[config.mk]
export PLATFORM = sky130hd
export DESIGN_NAME = pref_ctrl_top
export DESIGN_NICKNAME = d
export VERILOG_FILES = /design/src/axil_pkg.sv /design/src/pref_pkg.sv /design/src/simp_if.sv /design/src/pref_ctrl_top.sv /design/src/pref_event_counters.sv /design/src/pref_cfg_regs.sv /design/src/simp_addr_router.sv /design/src/axil_simp_bridge.sv
export SDC_FILE = /design/constraint.sdc
export NUM_CORES = 1
export LEC_CHECK = 0
export BUFFER_PORTS_ARGS = -buffer_cell sky130_fd_sc_hd__buf_2
export CORE_UTILIZATION = 30
export DETAILED_ROUTE_END_ITERATION = 7
export HOLD_SLACK_MARGIN = 0.05
export PLACE_DENSITY_LB_ADDON = 0.05
export SLEW_MARGIN = 20
export SYNTH_ARGS = -nofsm -noshare
export SYNTH_HDL_FRONTEND = slang
export SYNTH_HIERARCHICAL = 1
export SYNTH_SLANG_ARGS = --single-unit
[constraint.sdc]
create_clock -name clk -period 6.1 [get_ports clk]
set_input_delay 0 -clock clk [delete_from_list [all_inputs] [get_ports clk]]
set_output_delay 0 -clock clk [all_outputs]
set_load 0.02 [all_outputs]
[src/axil_pkg.sv]
// AXI-lite port constants for the prefetcher configuration port.

package axil_pkg;

	// Byte address of the port. Eight word registers fill the whole space.
	localparam int ADDR_W = 5;

	// Data bus width and the number of byte lanes.
	localparam int DATA_W = 32;
	localparam int STRB_W = DATA_W / 8;

	// Response codes. Only OKAY is ever returned.
	localparam logic [1:0] RESP_OKAY   = 2'b00;
	localparam logic [1:0] RESP_EXOKAY = 2'b01;
	localparam logic [1:0] RESP_SLVERR = 2'b10;
	localparam logic [1:0] RESP_DECERR = 2'b11;

endpackage
[src/pref_pkg.sv]
// Prefetcher register map, control word layout and counter defaults.

package pref_pkg;

	// ~~~~~~~~~~~~~~~~~~~~~~~~~~~~~~~~~~~~~~~~~~~~~~~~~~~~~~~~~~~~~~~~~~~~~~~~~
	// Register map. Address bit 4 separates the counters from the config bank.
	// ~~~~~~~~~~~~~~~~~~~~~~~~~~~~~~~~~~~~~~~~~~~~~~~~~~~~~~~~~~~~~~~~~~~~~~~~~
	localparam logic [axil_pkg::ADDR_W-1:0] REG_CTRL    = 5'h00;
	localparam logic [axil_pkg::ADDR_W-1:0] REG_BASE    = 5'h04;
	localparam logic [axil_pkg::ADDR_W-1:0] REG_STRIDE  = 5'h08;
	localparam logic [axil_pkg::ADDR_W-1:0] REG_SCRATCH = 5'h0C;
	localparam logic [axil_pkg::ADDR_W-1:0] REG_HITS    = 5'h10;
	localparam logic [axil_pkg::ADDR_W-1:0] REG_MISSES  = 5'h14;
	localparam logic [axil_pkg::ADDR_W-1:0] REG_STATUS  = 5'h18;
	localparam logic [axil_pkg::ADDR_W-1:0] REG_CLEAR   = 5'h1C;

	// Control word fields, enable in bit 0.
	typedef struct packed {
		logic [24:0] reserved;
		logic [3:0]  degree;   // Lines fetched ahead of the demand stream.
		logic [1:0]  mode;
		logic        enable;
	} pref_ctrl_t;

	// Byte lanes for strobed writes, fields for the prefetcher outputs.
	typedef union packed {
		logic [axil_pkg::STRB_W-1:0][7:0] bytes;
		pref_ctrl_t                       f;
	} pref_ctrl_u;

	// Only enable, mode and degree read back.
	localparam logic [axil_pkg::DATA_W-1:0] CTRL_MASK = 32'h0000_007F;

	// Default event counter width.
	localparam int CNT_W_DEF = 16;

endpackage

[src/simp_if.sv]
// Simple request/done bus between the bridge, the router and the slaves.
`timescale 1ns/1ns

interface simp_if;

	logic [axil_pkg::ADDR_W-1:0] addr;
	logic [axil_pkg::DATA_W-1:0] wdata;
	logic [axil_pkg::STRB_W-1:0] be;     // Byte enables, all ones on reads.
	logic                        wr;
	logic                        rd;
	logic                        valid;  // Held with the request until done.
	logic [axil_pkg::DATA_W-1:0] rdata;  // Valid together with done.
	logic                        done;   // One cycle pulse from the slave.

	modport master (
		output addr, wdata, be, wr, rd, valid,
		input  rdata, done
	);

	modport slave (
		input  addr, wdata, be, wr, rd, valid,
		output rdata, done
	);

endinterface

[src/pref_ctrl_top.sv]
// Prefetcher configuration port top with the AXI-lite bridge, router and slaves.
`timescale 1ns/1ns

module pref_ctrl_top #(
	parameter int CNT_W = pref_pkg::CNT_W_DEF
) (
	input  logic                        clk,
	input  logic                        rst,

	input  logic                        awvalid_i,
	input  logic [axil_pkg::ADDR_W-1:0] awaddr_i,
	input  logic                        wvalid_i,
	input  logic [axil_pkg::DATA_W-1:0] wdata_i,
	input  logic [axil_pkg::STRB_W-1:0] wstrb_i,
	input  logic                        bready_i,
	input  logic                        arvalid_i,
	input  logic [axil_pkg::ADDR_W-1:0] araddr_i,
	input  logic                        rready_i,
	input  logic [2:0]                  awprot_i,
	input  logic [2:0]                  arprot_i,

	output logic                        awready_o,
	output logic                        wready_o,
	output logic                        bvalid_o,
	output logic [1:0]                  bresp_o,
	output logic                        arready_o,
	output logic                        rvalid_o,
	output logic [axil_pkg::DATA_W-1:0] rdata_o,
	output logic [1:0]                  rresp_o,

	input  logic                        hit_i,   // Prefetch hit event.
	input  logic                        miss_i,  // Prefetch miss event.
	output logic                        pref_enable_o,
	output logic [1:0]                  pref_mode_o,
	output logic [3:0]                  pref_degree_o,
	output logic [31:0]                 pref_base_o,
	output logic [31:0]                 pref_stride_o
);

	simp_if bus_up ();
	simp_if bus_regs ();
	simp_if bus_cnt ();

	axil_simp_bridge i_bridge (
		.clk       (clk),
		.rst       (rst),
		.awvalid_i (awvalid_i),
		.awaddr_i  (awaddr_i),
		.wvalid_i  (wvalid_i),
		.wdata_i   (wdata_i),
		.wstrb_i   (wstrb_i),
		.bready_i  (bready_i),
		.arvalid_i (arvalid_i),
		.araddr_i  (araddr_i),
		.rready_i  (rready_i),
		.awprot_i  (awprot_i),
		.arprot_i  (arprot_i),
		.awready_o (awready_o),
		.wready_o  (wready_o),
		.bvalid_o  (bvalid_o),
		.bresp_o   (bresp_o),
		.arready_o (arready_o),
		.rvalid_o  (rvalid_o),
		.rdata_o   (rdata_o),
		.rresp_o   (rresp_o),
		.bus_o     (bus_up)
	);

	simp_addr_router i_router (
		.bus_i  (bus_up),
		.regs_o (bus_regs),
		.cnt_o  (bus_cnt)
	);

	pref_cfg_regs i_regs (
		.clk           (clk),
		.rst           (rst),
		.bus_i         (bus_regs),
		.pref_enable_o (pref_enable_o),
		.pref_mode_o   (pref_mode_o),
		.pref_degree_o (pref_degree_o),
		.pref_base_o   (pref_base_o),
		.pref_stride_o (pref_stride_o)
	);

	pref_event_counters #(
		.CNT_W (CNT_W)
	) i_counters (
		.clk    (clk),
		.rst    (rst),
		.bus_i  (bus_cnt),
		.hit_i  (hit_i),
		.miss_i (miss_i)
	);

endmodule

[src/pref_event_counters.sv]
// Saturating prefetch hit and miss counters with status and clear registers.
`timescale 1ns/1ns

module pref_event_counters #(
	parameter int CNT_W = pref_pkg::CNT_W_DEF
) (
	input  logic  clk,
	input  logic  rst,
	simp_if.slave bus_i,
	input  logic  hit_i,
	input  logic  miss_i
);

	logic [CNT_W-1:0]            hit_q, miss_q;
	logic                        hit_sat, miss_sat;
	logic                        done_q;
	logic                        req_new;
	logic                        clr_wr;
	logic [axil_pkg::DATA_W-1:0] rd_word;
	logic [axil_pkg::DATA_W-1:0] rdata_q;

	assign hit_sat  = &hit_q;   // Counter stuck at all ones.
	assign miss_sat = &miss_q;
	assign req_new  = bus_i.valid && !done_q;
	assign clr_wr   = req_new && bus_i.wr && (bus_i.addr == pref_pkg::REG_CLEAR);

	// Clear has priority over a same cycle event.
	always_ff @(posedge clk, posedge rst) begin
		if (rst) begin
			hit_q  <= '0;
			miss_q <= '0;
			done_q <= 1'b0;
		end else begin
			done_q <= req_new;
			if (clr_wr && bus_i.wdata[0])
				hit_q <= '0;
			else if (hit_i && !hit_sat)
				hit_q <= hit_q + 1'b1;
			if (clr_wr && bus_i.wdata[1])
				miss_q <= '0;
			else if (miss_i && !miss_sat)
				miss_q <= miss_q + 1'b1;
		end
	end

	// Counts read back zero-extended. Writes to anything but CLEAR are dropped.
	always_comb begin
		rd_word = '0;
		case (bus_i.addr)
			pref_pkg::REG_HITS:   rd_word[CNT_W-1:0] = hit_q;
			pref_pkg::REG_MISSES: rd_word[CNT_W-1:0] = miss_q;
			pref_pkg::REG_STATUS: rd_word[1:0] = {miss_sat, hit_sat};
			default: ;
		endcase
	end

	always_ff @(posedge clk) begin
		if (req_new)
			rdata_q <= rd_word;
	end

	assign bus_i.done  = done_q;
	assign bus_i.rdata = rdata_q;

endmodule

[src/pref_cfg_regs.sv]
// Prefetch configuration registers with byte writes and a decoded control word.
`timescale 1ns/1ns

module pref_cfg_regs (
	input  logic        clk,
	input  logic        rst,
	simp_if.slave       bus_i,
	output logic        pref_enable_o,
	output logic [1:0]  pref_mode_o,
	output logic [3:0]  pref_degree_o,
	output logic [31:0] pref_base_o,
	output logic [31:0] pref_stride_o
);

	pref_pkg::pref_ctrl_u                   ctrl_q;
	logic [axil_pkg::STRB_W-1:0][7:0]       base_q;
	logic [axil_pkg::STRB_W-1:0][7:0]       stride_q;
	logic [axil_pkg::STRB_W-1:0][7:0]       scratch_q;
	logic                                   done_q;
	logic [axil_pkg::DATA_W-1:0]            rdata_q;
	logic                                   req_new;

	// A request is new in its first valid cycle only.
	assign req_new = bus_i.valid && !done_q;

	always_ff @(posedge clk, posedge rst) begin
		if (rst) begin
			ctrl_q    <= '0;  // Prefetcher comes up disabled.
			base_q    <= '0;
			stride_q  <= '0;
			scratch_q <= '0;
			done_q    <= 1'b0;
		end else begin
			done_q <= req_new;
			if (req_new && bus_i.wr) begin
				for (int b = 0; b < axil_pkg::STRB_W; b++) begin
					if (bus_i.be[b]) begin
						case (bus_i.addr)
							pref_pkg::REG_CTRL:    ctrl_q.bytes[b] <= bus_i.wdata[8*b +: 8];
							pref_pkg::REG_BASE:    base_q[b]       <= bus_i.wdata[8*b +: 8];
							pref_pkg::REG_STRIDE:  stride_q[b]     <= bus_i.wdata[8*b +: 8];
							pref_pkg::REG_SCRATCH: scratch_q[b]    <= bus_i.wdata[8*b +: 8];
							default: ;
						endcase
					end
				end
			end
		end
	end

	// Read data is captured with the request and presented with done.
	always_ff @(posedge clk) begin
		if (req_new) begin
			case (bus_i.addr)
				pref_pkg::REG_CTRL:    rdata_q <= ctrl_q & pref_pkg::CTRL_MASK;
				pref_pkg::REG_BASE:    rdata_q <= base_q;
				pref_pkg::REG_STRIDE:  rdata_q <= stride_q;
				pref_pkg::REG_SCRATCH: rdata_q <= scratch_q;
				default:               rdata_q <= '0;
			endcase
		end
	end

	assign bus_i.done  = done_q;
	assign bus_i.rdata = rdata_q;

	assign pref_enable_o = ctrl_q.f.enable;
	assign pref_mode_o   = ctrl_q.f.mode;
	assign pref_degree_o = ctrl_q.f.degree;
	assign pref_base_o   = base_q;
	assign pref_stride_o = stride_q;

endmodule

[src/simp_addr_router.sv]
// Address router that steers simp transfers to the config bank or the counters.
`timescale 1ns/1ns

module simp_addr_router (
	simp_if.slave  bus_i,
	simp_if.master regs_o,
	simp_if.master cnt_o
);

	logic sel_cnt;

	// Address bit 4 picks the counter half of the map.
	assign sel_cnt = bus_i.addr[4];

	// Request fields go to both slaves. Only the selected one sees valid.
	assign regs_o.addr  = bus_i.addr;
	assign regs_o.wdata = bus_i.wdata;
	assign regs_o.be    = bus_i.be;
	assign regs_o.wr    = bus_i.wr;
	assign regs_o.rd    = bus_i.rd;
	assign regs_o.valid = bus_i.valid && !sel_cnt;

	assign cnt_o.addr   = bus_i.addr;
	assign cnt_o.wdata  = bus_i.wdata;
	assign cnt_o.be     = bus_i.be;
	assign cnt_o.wr     = bus_i.wr;
	assign cnt_o.rd     = bus_i.rd;
	assign cnt_o.valid  = bus_i.valid && sel_cnt;

	// Reply of the selected slave back to the bridge.
	assign bus_i.rdata = sel_cnt ? cnt_o.rdata : regs_o.rdata;
	assign bus_i.done  = sel_cnt ? cnt_o.done : regs_o.done;

endmodule

[src/axil_simp_bridge.sv]
// AXI-lite slave that carries out one simp transfer per AXI-lite transaction.
`timescale 1ns/1ns

module axil_simp_bridge (
	input  logic                        clk,
	input  logic                        rst,

	input  logic                        awvalid_i,
	input  logic [axil_pkg::ADDR_W-1:0] awaddr_i,
	input  logic                        wvalid_i,
	input  logic [axil_pkg::DATA_W-1:0] wdata_i,
	input  logic [axil_pkg::STRB_W-1:0] wstrb_i,
	input  logic                        bready_i,
	input  logic                        arvalid_i,
	input  logic [axil_pkg::ADDR_W-1:0] araddr_i,
	input  logic                        rready_i,
	input  logic [2:0]                  awprot_i,  // Accepted, not checked.
	input  logic [2:0]                  arprot_i,  // Accepted, not checked.

	output logic                        awready_o,
	output logic                        wready_o,
	output logic                        bvalid_o,
	output logic [1:0]                  bresp_o,
	output logic                        arready_o,
	output logic                        rvalid_o,
	output logic [axil_pkg::DATA_W-1:0] rdata_o,
	output logic [1:0]                  rresp_o,

	simp_if.master                      bus_o
);

	typedef enum logic [2:0] {
		ST_IDLE,
		ST_WR_COLLECT,  // One of AW and W is in, waiting for the other.
		ST_SIMP_WR,
		ST_WR_RESP,
		ST_SIMP_RD,
		ST_RD_RESP
	} state_t;

	state_t state_q, state_d;

	logic ar_hs, aw_hs, w_hs, r_hs, b_hs;
	logic aw_got_q, w_got_q;
	logic aw_in, w_in;

	logic [axil_pkg::ADDR_W-1:0] addr_q;
	logic [axil_pkg::DATA_W-1:0] wdata_q;
	logic [axil_pkg::STRB_W-1:0] be_q;
	logic [axil_pkg::DATA_W-1:0] rdata_q;

	// ~~~~~~~~~~~~~~~~~~~~~~~~~~~~~~~~~~~~~~~~~~~~~~~~~~~~~~~~~~~~~~~~~~~~~~~~~
	// AXI-lite handshakes
	// ~~~~~~~~~~~~~~~~~~~~~~~~~~~~~~~~~~~~~~~~~~~~~~~~~~~~~~~~~~~~~~~~~~~~~~~~~

	// Reads are only taken when idle. A pending read blocks the write channels.
	assign arready_o = (state_q == ST_IDLE);
	assign awready_o = !aw_got_q &&
		((state_q == ST_IDLE && !arvalid_i) || state_q == ST_WR_COLLECT);
	assign wready_o  = !w_got_q &&
		((state_q == ST_IDLE && !arvalid_i) || state_q == ST_WR_COLLECT);

	assign ar_hs = arvalid_i && arready_o;
	assign aw_hs = awvalid_i && awready_o;
	assign w_hs  = wvalid_i && wready_o;
	assign r_hs  = rready_i && rvalid_o;
	assign b_hs  = bready_i && bvalid_o;

	assign aw_in = aw_got_q || aw_hs;  // Address accepted now or before.
	assign w_in  = w_got_q || w_hs;

	assign bvalid_o = (state_q == ST_WR_RESP);
	assign rvalid_o = (state_q == ST_RD_RESP);
	assign rdata_o  = rdata_q;
	assign bresp_o  = axil_pkg::RESP_OKAY;
	assign rresp_o  = axil_pkg::RESP_OKAY;

	// ~~~~~~~~~~~~~~~~~~~~~~~~~~~~~~~~~~~~~~~~~~~~~~~~~~~~~~~~~~~~~~~~~~~~~~~~~
	// Transaction FSM
	// ~~~~~~~~~~~~~~~~~~~~~~~~~~~~~~~~~~~~~~~~~~~~~~~~~~~~~~~~~~~~~~~~~~~~~~~~~

	always_comb begin
		state_d = state_q;
		case (state_q)
			ST_IDLE: begin
				if (ar_hs)
					state_d = ST_SIMP_RD;
				else if (aw_in && w_in)
					state_d = ST_SIMP_WR;
				else if (aw_hs || w_hs)
					state_d = ST_WR_COLLECT;
			end
			ST_WR_COLLECT: if (aw_in && w_in) state_d = ST_SIMP_WR;
			ST_SIMP_WR:    if (bus_o.done) state_d = ST_WR_RESP;
			ST_WR_RESP:    if (b_hs) state_d = ST_IDLE;
			ST_SIMP_RD:    if (bus_o.done) state_d = ST_RD_RESP;
			ST_RD_RESP:    if (r_hs) state_d = ST_IDLE;
			default:       state_d = ST_IDLE;
		endcase
	end

	always_ff @(posedge clk, posedge rst) begin
		if (rst) begin
			state_q  <= ST_IDLE;
			aw_got_q <= 1'b0;
			w_got_q  <= 1'b0;
		end else begin
			state_q <= state_d;
			// Both halves of the write are consumed once the simp write starts.
			if (state_d == ST_SIMP_WR) begin
				aw_got_q <= 1'b0;
				w_got_q  <= 1'b0;
			end else begin
				if (aw_hs)
					aw_got_q <= 1'b1;
				if (w_hs)
					w_got_q <= 1'b1;
			end
		end
	end

	// Request and response payload. The strobes are latched with the data.
	always_ff @(posedge clk) begin
		if (ar_hs) begin
			addr_q <= araddr_i;
			be_q   <= '1;
		end
		if (aw_hs)
			addr_q <= awaddr_i;
		if (w_hs) begin
			wdata_q <= wdata_i;
			be_q    <= wstrb_i;
		end
		if (state_q == ST_SIMP_RD && bus_o.done)
			rdata_q <= bus_o.rdata;
	end

	// Simp request, held steady until done by the registers above.
	assign bus_o.addr  = addr_q;
	assign bus_o.wdata = wdata_q;
	assign bus_o.be    = be_q;
	assign bus_o.wr    = (state_q == ST_SIMP_WR);
	assign bus_o.rd    = (state_q == ST_SIMP_RD);
	assign bus_o.valid = bus_o.wr || bus_o.rd;

endmodule

## Word-level counts from Yosys, hierarchy flattened

Index checks and enable logic that the tools add are counted.

| storage, ports and cells | value |
|---|---|
| register bits | 263 |
| input bits | 61 |
| output and inout port bits | 112 |
| word-level logic and storage cells | 125 |

| cells by class | value |
|---|---|
| add/sub/neg operators | 2 |
| eq/ne operators | 13 |
| multiplexer cells | 26 |
| reduce and logical (&&, ||, !) cells | 57 |

Operators by type and width:

| operator | number |
|---|---|
| case mux 32 bit (4 select lines) | 1 |
| 2-to-1 mux 16 bit | 5 |
| AND reduction 3 bit | 13 |
| adder 16 x 1 -> 16 bit, second input constant | 2 |
| AND reduction 16 bit | 2 |
| case mux 14 bit (2 select lines) | 1 |
| 2-to-1 mux 3 bit | 8 |
| logical AND 1 bit | 21 |
| equality test 5 bit, second input constant | 4 |
| case mux 3 bit (6 select lines) | 1 |
| nonzero test 2 bit | 6 |
| equality test 5 x 4 -> 1 bit, second input constant | 2 |
| 2-to-1 mux 5 bit | 2 |
| equality test 3 x 2 -> 1 bit, second input constant | 3 |
| logical NOT 1 bit | 8 |
| 2-to-1 mux 4 bit | 2 |
| equality test 3 bit, second input constant | 2 |
| case mux 2 bit (3 select lines) | 1 |
| equality test 5 x 3 -> 1 bit, second input constant | 1 |
| logical NOT 5 bit | 1 |
| logical OR 1 bit | 5 |
| 2-to-1 mux 1 bit | 5 |
| equality test 3 x 1 -> 1 bit, second input constant | 1 |
| logical NOT 3 bit | 1 |

## Logic depth before layout (Yosys ltp)

Gate-level depths: netlist (run 1).

| depth | value |
|---|---|
| depth in word-level cells | 12 |
| gate-level depth with buffers | 7 |
| mapped depth without buffers | 7 |

## By module

Netlist (run 1), hierarchy kept.

By module, submodules not included:

| module | instances | cells each | area each (sq um) | sequential area each (sq um) |
|---|---|---|---|---|
| pref_cfg_regs | 1 | 379 | 5,855.6 | 3,563.4 |
| axil_simp_bridge | 1 | 138 | 2,712.6 | 2,317.2 |
| pref_event_counters | 1 | 258 | 2,635.0 | 1,306.3 |
| simp_addr_router | 1 | 125 | 1,201.2 | 0.0 |

## Least setup slack after synthesis (run 1)

No wires, ideal clock.

| timing | value |
|---|---|
| path type | register to register |
| from | reg i_bridge.state_q[1] |
| to | reg i_regs.rdata_q, in the netlist i_regs/bus_i.rdata[0], enable pin |
| setup time | 426 ps |
| arrival | 2,605 ps |
| required time | 5,674 ps |
| setup slack | 3,069 ps |
| stages on the path, launching flop included | 5 |
| buffers on the path | 0 |
| period minus slack after synthesis | 3,031 ps |
| cells stage by stage | dfrtp_1 > or2b_1 > a21oi_1 > nor2b_1 > nor2b_1 |

| on the way | value |
|---|---|
| cells in the longest elaborated chain, start to end | 4 |
| elaborated cells on any way between the ends | 5 |
| classes of those cells | 2 x eq/ne; 3 x reduce/logical |

RTL lines:

| item | RTL line | source |
|---|---|---|
| start: declaration | axil_simp_bridge.sv:41 | `state_t state_q, state_d;` |
| start signal: assignment | axil_simp_bridge.sv:108 | `state_q <= state_d;` |
| equality test 3 x 2 -> 1 bit or equality test 3 bit (tied branches) | axil_simp_bridge.sv:142, axil_simp_bridge.sv:143 |  |
| logical OR 1 bit * | axil_simp_bridge.sv:144 | `assign bus_o.valid = bus_o.wr \|\| bus_o.rd;` |
| net bus_up.valid | simp_if.sv:11 | `logic valid;` |
| logical AND 1 bit * | simp_addr_router.sv:21 | `assign regs_o.valid = bus_i.valid && !sel_cnt;` |
| net bus_regs.valid | simp_if.sv:11 |  |
| logical AND 1 bit * | pref_cfg_regs.sv:24 | `assign req_new = bus_i.valid && !done_q;` |
| net i_regs.req_new | pref_cfg_regs.sv:21 | `logic req_new;` |
| end signal: assignment | pref_cfg_regs.sv:55 | `pref_pkg::REG_CTRL: rdata_q <= ctrl_q & pref_pkg::CTRL_MASK;` |
| end signal: assignment | pref_cfg_regs.sv:56 | `pref_pkg::REG_BASE: rdata_q <= base_q;` |
| end signal: assignment | pref_cfg_regs.sv:57 | `pref_pkg::REG_STRIDE: rdata_q <= stride_q;` |
| end: declaration | pref_cfg_regs.sv:20 | `logic [axil_pkg::DATA_W-1:0] rdata_q;` |

The timed path passes the listed nets; every way through them passes the cells marked *.
A chain may end at the register's enable or synchronous reset.

## Worst setup path in the final report (run 1)

| timing | value |
|---|---|
| from | reg i_bridge.addr_q, in the netlist i_bridge/bus_o.addr[2] |
| to | reg i_regs/scratch_q[29] (netlist bit) |

| on the way | value |
|---|---|
| cells in the longest elaborated chain, start to end | 2 |

RTL lines:

| item | RTL line | source |
|---|---|---|
| start: declaration | axil_simp_bridge.sv:47 | `logic [axil_pkg::ADDR_W-1:0] addr_q;` |
| start signal: assignment | axil_simp_bridge.sv:125 | `addr_q <= araddr_i;` |
| start signal: assignment | axil_simp_bridge.sv:129 | `addr_q <= awaddr_i;` |
| equality test 5 x 4 -> 1 bit | pref_cfg_regs.sv:38 | `case (bus_i.addr)` |
| AND reduction 3 bit (no line) | n/a |  |
| end signal: indexed assignment | pref_cfg_regs.sv:42 | `pref_pkg::REG_SCRATCH: scratch_q[b] <= bus_i.wdata[8*b +: 8];` |
| end: declaration | pref_cfg_regs.sv:18 | `logic [axil_pkg::STRB_W-1:0][7:0] scratch_q;` |

No other way between the ends.

==> impl_metrics.toml, run 1 <==
[routing]
drt_iter0_drc = 272
wl_per_cell_um = 20.6
drc = 0
drtPass1Iterations = 4
ant_nets = 0
vias = 7519
via_per_inst = 4.70
drt_wl_total_mm = 33.0

[place]
io_buffers = 162
globalplace.congestion = 0.740
dp_hpwl_mm = 22.0
placed_cells = 1478

[floorplan]
io_pins = 173
die_h_um = 203
rows = 73
dieArea_um2 = 41300
core_area_um2 = 39800
die_width_um = 203
start_util = 0.305

[worst_setup_path]
worstPathRequired_ps = 6490
r2r-start = "i_bridge/bus_o.addr[2]"
slowest_delay_ps = 860
start_kind = "flop"
regToRegEndpoint = "i_regs/scratch_q[29]"
worst_r2r_path_depth = 4
slowest_stage = "nor4b_2"
cp_max_fo = 15
crit_arrival_ps = 3550
path_class = "flop to flop"
rrSetupSlack_ps = 2940
cp_top_family = "simple AND/OR/NAND/NOR gates"
path_cells = "buf_4 -> nor4b_2 -> nand4_2 -> mux2_2"
cp_num_buf_inv = 1
crit_path_end_kind = "flop"

[sta]
setup_tns_ps = 0
worst-slew-pin-transition_ps = 1010
relSlewSlack = 0.323
fmax_ghz = 0.317
rsz0062_at_grt = "false"
finalHoldViolCount = 0
finClkSkew_ps = 14.4
timing.hold.ws_ps = 187
fin_crit_ps = 3160
min_period_over_period = 0.518
setup_viol = 0
final_max_slew_viol_count = 0

[grt]
antenna_found_initial = 0
grt_max_degree = 62
use_met3 = 0.0279
busiest_layer = "met2"
grt_pass1_wl_mm = 50.0
grt_overflow = 0
met2_usage = 0.252
grt_usage = 0.162
grt_pass1_vias = 7731
grt_util_met1 = 0.236

[power_and_ir_drop]
peakVddDrop_uv = 165
p_per_area_nw_per_um2 = 369
leakagePower_nw = 6.49
power_mw = 5.44

[clock_network]
cts.htree.levels = 2
cts_inserted_buffers = 34
cts_tree = "built"
clock-sinks = 263
postCtsSetupBuffers = 0
clock_latency_ps = 510
clkTransAtPathRegs_ps = 60
clock_path_buffers = 3
cts-root-buf = "clkbuf_16"

[cells_and_area]
nNetsFinal = 1112
final_cells = 1599
seq_area_um2 = 7190
nFillCells = 3957
fin_util = 0.370
multi_input_area_um2 = 4280
drive_gt1_frac = 0.391
antenna_cells = 0
area_delta_synth_final_pct = 21.5

[flow_run]
drv_cap = 0

[min_path]
min_path_type = "input port to async pin"

[yosys]
synth.cell_area_um2 = 12100
netlist_instances = 864
ys_warn_count = 6
syn_avg_cell_area_um2 = 14.0

[outcome]
outcome = "finished, final reports clean"
-- timing repair --
action,4_1_cts,5_1_grt
hold endpoints to repair,136,0
hold buffers,60,0
gates resized for setup,0,0
-- cells in the final DEF, fill, tap and decap left out, types with 5 or more instances in the layout --
master           n
nand4_1         12
clkinv_1         5
o21ai_0          9
nor3_4           7
clkbuf_8         6
edfxtp_1       121
or4_1            9
conb_1          20
dfrtp_1        142
a22o_1          14
buf_2          162
nand2b_1         7
mux4_2           5
or3_1            7
clkbuf_16       37
nor2b_1          6
mux2_2         132
a31oi_1          6
clkbuf_1         9
inv_1            7
a22oi_1         26
and2_1           7
dlygate4sd3_1   60
nor2_1          52
nor3_1           8
and4_1           5
mux2_4          33
nand2_1         19
o31ai_1         10
a21oi_1         22
nand3_1         18
buf_4           11
nand4b_1         6
-- how the worst max path moves through the flow --
stage          slack [ps]                   start  cells past startpoint               endpoint
2_1_floorplan        3070     i_bridge/state_q[1]                      4  i_regs/bus_i.rdata[0]
3_3_place_gp         2930  i_bridge/bus_o.addr[2]                      4   i_regs/scratch_q[29]
3_5_place_dp         2900  i_bridge/bus_o.addr[2]                      4   i_regs/scratch_q[29]
4_1_cts              2900  i_bridge/bus_o.addr[2]                      4   i_regs/scratch_q[24]
5_1_grt              2750  i_bridge/bus_o.addr[2]                      4   i_regs/scratch_q[29]
6_report             2940  i_bridge/bus_o.addr[2]                      4   i_regs/scratch_q[29]
-- power by group --
| group | internal [mW] | switching (mW) | total (mW) |
|---|---|---|---|
| registers | 2.22 | 0.231 | 2.45 |
| logic | 0.421 | 0.635 | 1.06 |
| clock network | 1.18 | 0.758 | 1.93 |
| total | 3.82 | 1.62 | 5.44 |
-- stage by stage --
stage / setup slack (ps) / instance area (µm²)
after floorplan: 3070 / 12200
after global placement: 2930 / 13100
after detailed placement: 2900 / 13100
after CTS: 2900 / 14700
after global routing: 2750 / 14700
final: 2940 / 14700
-- sequential cells by signal (all words and copies together), names as in the netlist --
register,flops
i_regs/scratch_q,32
i_counters/miss_q,16
i_regs/pref_base_o,32
i_bridge/state_q,3
i_counters/hit_q,16
i_bridge/bus_o.be,4
i_regs/bus_i.rdata,32
i_bridge/bus_o.wdata,32
i_regs/ctrl_q,7
i_counters/bus_i.rdata,16
i_bridge/w_got_q,1
i_counters/bus_i.done,1
i_regs/pref_stride_o,32
i_bridge/rdata_o,32
i_bridge/bus_o.addr,5
i_bridge/aw_got_q,1
i_regs/bus_i.done,1
-- metal layers --
metal	routed length, µm	vias to the layer above
met5	0	-
li1	-	3532
met2	14900	140
met1	16400	3810
met3	1260	37
met4	445	0
-- worst min-delay path, cell delays in order --
cell and delay [ps]:
dlygate4sd3_1 550, buf_2 160, inv_4 460
-- area by class of cell --
type | count | share of cell area
inverter | 10 | 0.00272
tap | 525 | 0.0445
timing repair buffer | 233 | 0.101
clock buffer | 52 | 0.0707
multi-input combinational | 507 | 0.290
clock inverter | 9 | 0.00297
sequential | 263 | 0.487
(Power assumes the default switching activity.)
==> inputs of run 2 (changes only) <==
clock period = 3.01 ns   (was 6.1 ns; I/O delays follow)
==> run 2 against run 1 <==
Setup slack lost 2600 ps. Sequential power grew 100%. Die area is the same. Critical path type unchanged. Largest power group unchanged.
==> impl_metrics.toml, run 2 (synthesis results as in run 1) <==
[floorplan]
dieArea_um2 = 41300
io_pins = 173
die_h_um = 203
rows = 73
start_util = 0.305
die_width_um = 203
core_area_um2 = 39800

[routing]
drtPass1Iterations = 5
wl_per_cell_um = 20.1
dr.max_layer_used = "met5"
drc = 0
met2_length_mm = 14.9
dr_wl_met3_mm = 1.23
wl_met1_mm = 15.8
vias = 7594
via_per_inst = 4.68
ant_nets = 0
drt_iter0_drc = 365
drt_wl_total_mm = 32.7

[worst_setup_path]
path_class = "flop to flop"
crit_path_end_kind = "flop"
worstPathRequired_ps = 3400
crit_arrival_ps = 3090
start_kind = "flop"
r2r-start = "i_bridge/state_q[1]"
worst_r2r_path_depth = 6
rrSetupSlack_ps = 310
regToRegEndpoint = "i_regs/scratch_q[27]"
cp_max_fo = 8

[power_and_ir_drop]
leakagePower_nw = 6.60
peakVddDrop_uv = 428
power_mw = 11.0
p_per_area_nw_per_um2 = 739

[cells_and_area]
drive_gt1_frac = 0.397
mostFrequentLayoutCell = "buf_2"
most-common-layout-cells = "162 x buf_2, 142 x dfrtp_1, 132 x mux2_2"
nFillCells = 3974
antenna_cells = 0
nNetsFinal = 1135
multi_input_area_um2 = 4270
finalInstanceArea_um2 = 14900
area_delta_synth_final_pct = 23.1
seq_area_um2 = 7190

[grt]
grt_max_degree = 51
grt_pass1_vias = 7985
grt_overflow = 0
antenna_found_initial = 1
grt_usage = 0.162
grt_pass1_wl_mm = 50.3

[place]
io_buffers = 162
globalplace.congestion = 0.761
dp_hpwl_mm = 22.6
dpl_cell_area_um2 = 13300

[sta]
finalHoldViolCount = 0
setup_viol = 0
fmax_ghz = 0.370
final_max_slew_viol_count = 0
worst-slew-pin-transition_ps = 852
relSlewSlack = 0.427
fin_crit_ps = 2700
finClkSkew_ps = 17.4
min_period_over_period = 0.898
setup_tns_ps = 0
rsz0062_at_grt = "false"

[clock_network]
cts.htree.levels = 2
clock-sinks = 263
cts_inserted_buffers = 35
cts_tree = "built"
cts-resized-gates = 0
clock_latency_ps = 510
clkTransAtPathRegs_ps = 50
cts-root-buf = "clkbuf_16"
clock_path_buffers = 3

[flow_run]
drv_cap = 0

[outcome]
outcome = "finished, final reports clean"

[min_path]
min_path_type = "input port to async pin"
[run 2: cell types whose count changed in the layout (fill, tap and decap cells not counted), moves of 2 or more]
cell      change
buf_4        +17
buf_12        +4
clkbuf_1      +3
clkbuf_8      -2
nor3_1        +2
nor3_2        -2
[run 2: worst max-delay path by stage]
stage                              from                   end  cells past startpoint
CTS                 i_bridge/state_q[1]  i_regs/scratch_q[27]                      6
detailed placement  i_bridge/state_q[1]  i_regs/scratch_q[27]                      6
global placement    i_bridge/state_q[1]  i_regs/scratch_q[29]                      6
floorplan                           rst     i_regs/bus_i.done                      1
finish              i_bridge/state_q[1]  i_regs/scratch_q[27]                      6
global route        i_bridge/state_q[1]  i_regs/scratch_q[27]                      6
[run 2: cell type report]
cell class / instances / area share
inverter: 10 / 0.00268
clock buffer: 53 / 0.0687
timing repair buffer: 255 / 0.115
clock inverter: 9 / 0.00285
multi-input combinational: 507 / 0.286
tap: 525 / 0.0440
sequential: 263 / 0.481
[run 2: repair_timing]
action,4_1_cts,5_1_grt
endpoints found under the setup margin,0,0
hold buffers,61,0
setup buffers,0,0
endpoints found under the hold margin,143,0
[run 2: per-layer routing]
| metal | track usage | vias up |
|---|---|---|
| met5 | 0 | - |
| met4 | 0.0454 | 2 |
| li1 | - | 3592 |
| met3 | 0.0300 | 42 |
| met1 | 0.231 | 3803 |
| met2 | 0.249 | 155 |
[run 2: critical path, stage by stage (launching register included)]
cell	delay, ps
dfrtp_1	400
or2b_1	270
a21oi_1	250
nor2b_1	410
and3b_1	380
nand4_2	420
mux2_2	420
[run 2: through the flow]
| step | hold WS [ps] | util | instances | setup slack, ps |
|---|---|---|---|---|
| finish | 189 | 0.375 | 1622 | 306 |
| global route | 184 | 0.375 | 1622 | 138 |
| CTS | 168 | 0.375 | 1622 | 273 |
| detailed placement | -25.9 | 0.333 | 1499 | 297 |
| global placement | -24.1 | 0.333 | 1499 | 356 |
| floorplan | -221 | - | 882 | 278 |
[run 2: power breakdown]
part	switching [mW]	total, mW	leakage [nW]	internal [mW]
sequential	0.426	4.92	3.06	4.50
combinational	1.30	2.24	3.02	0.940
clock	1.54	3.88	0.523	2.34
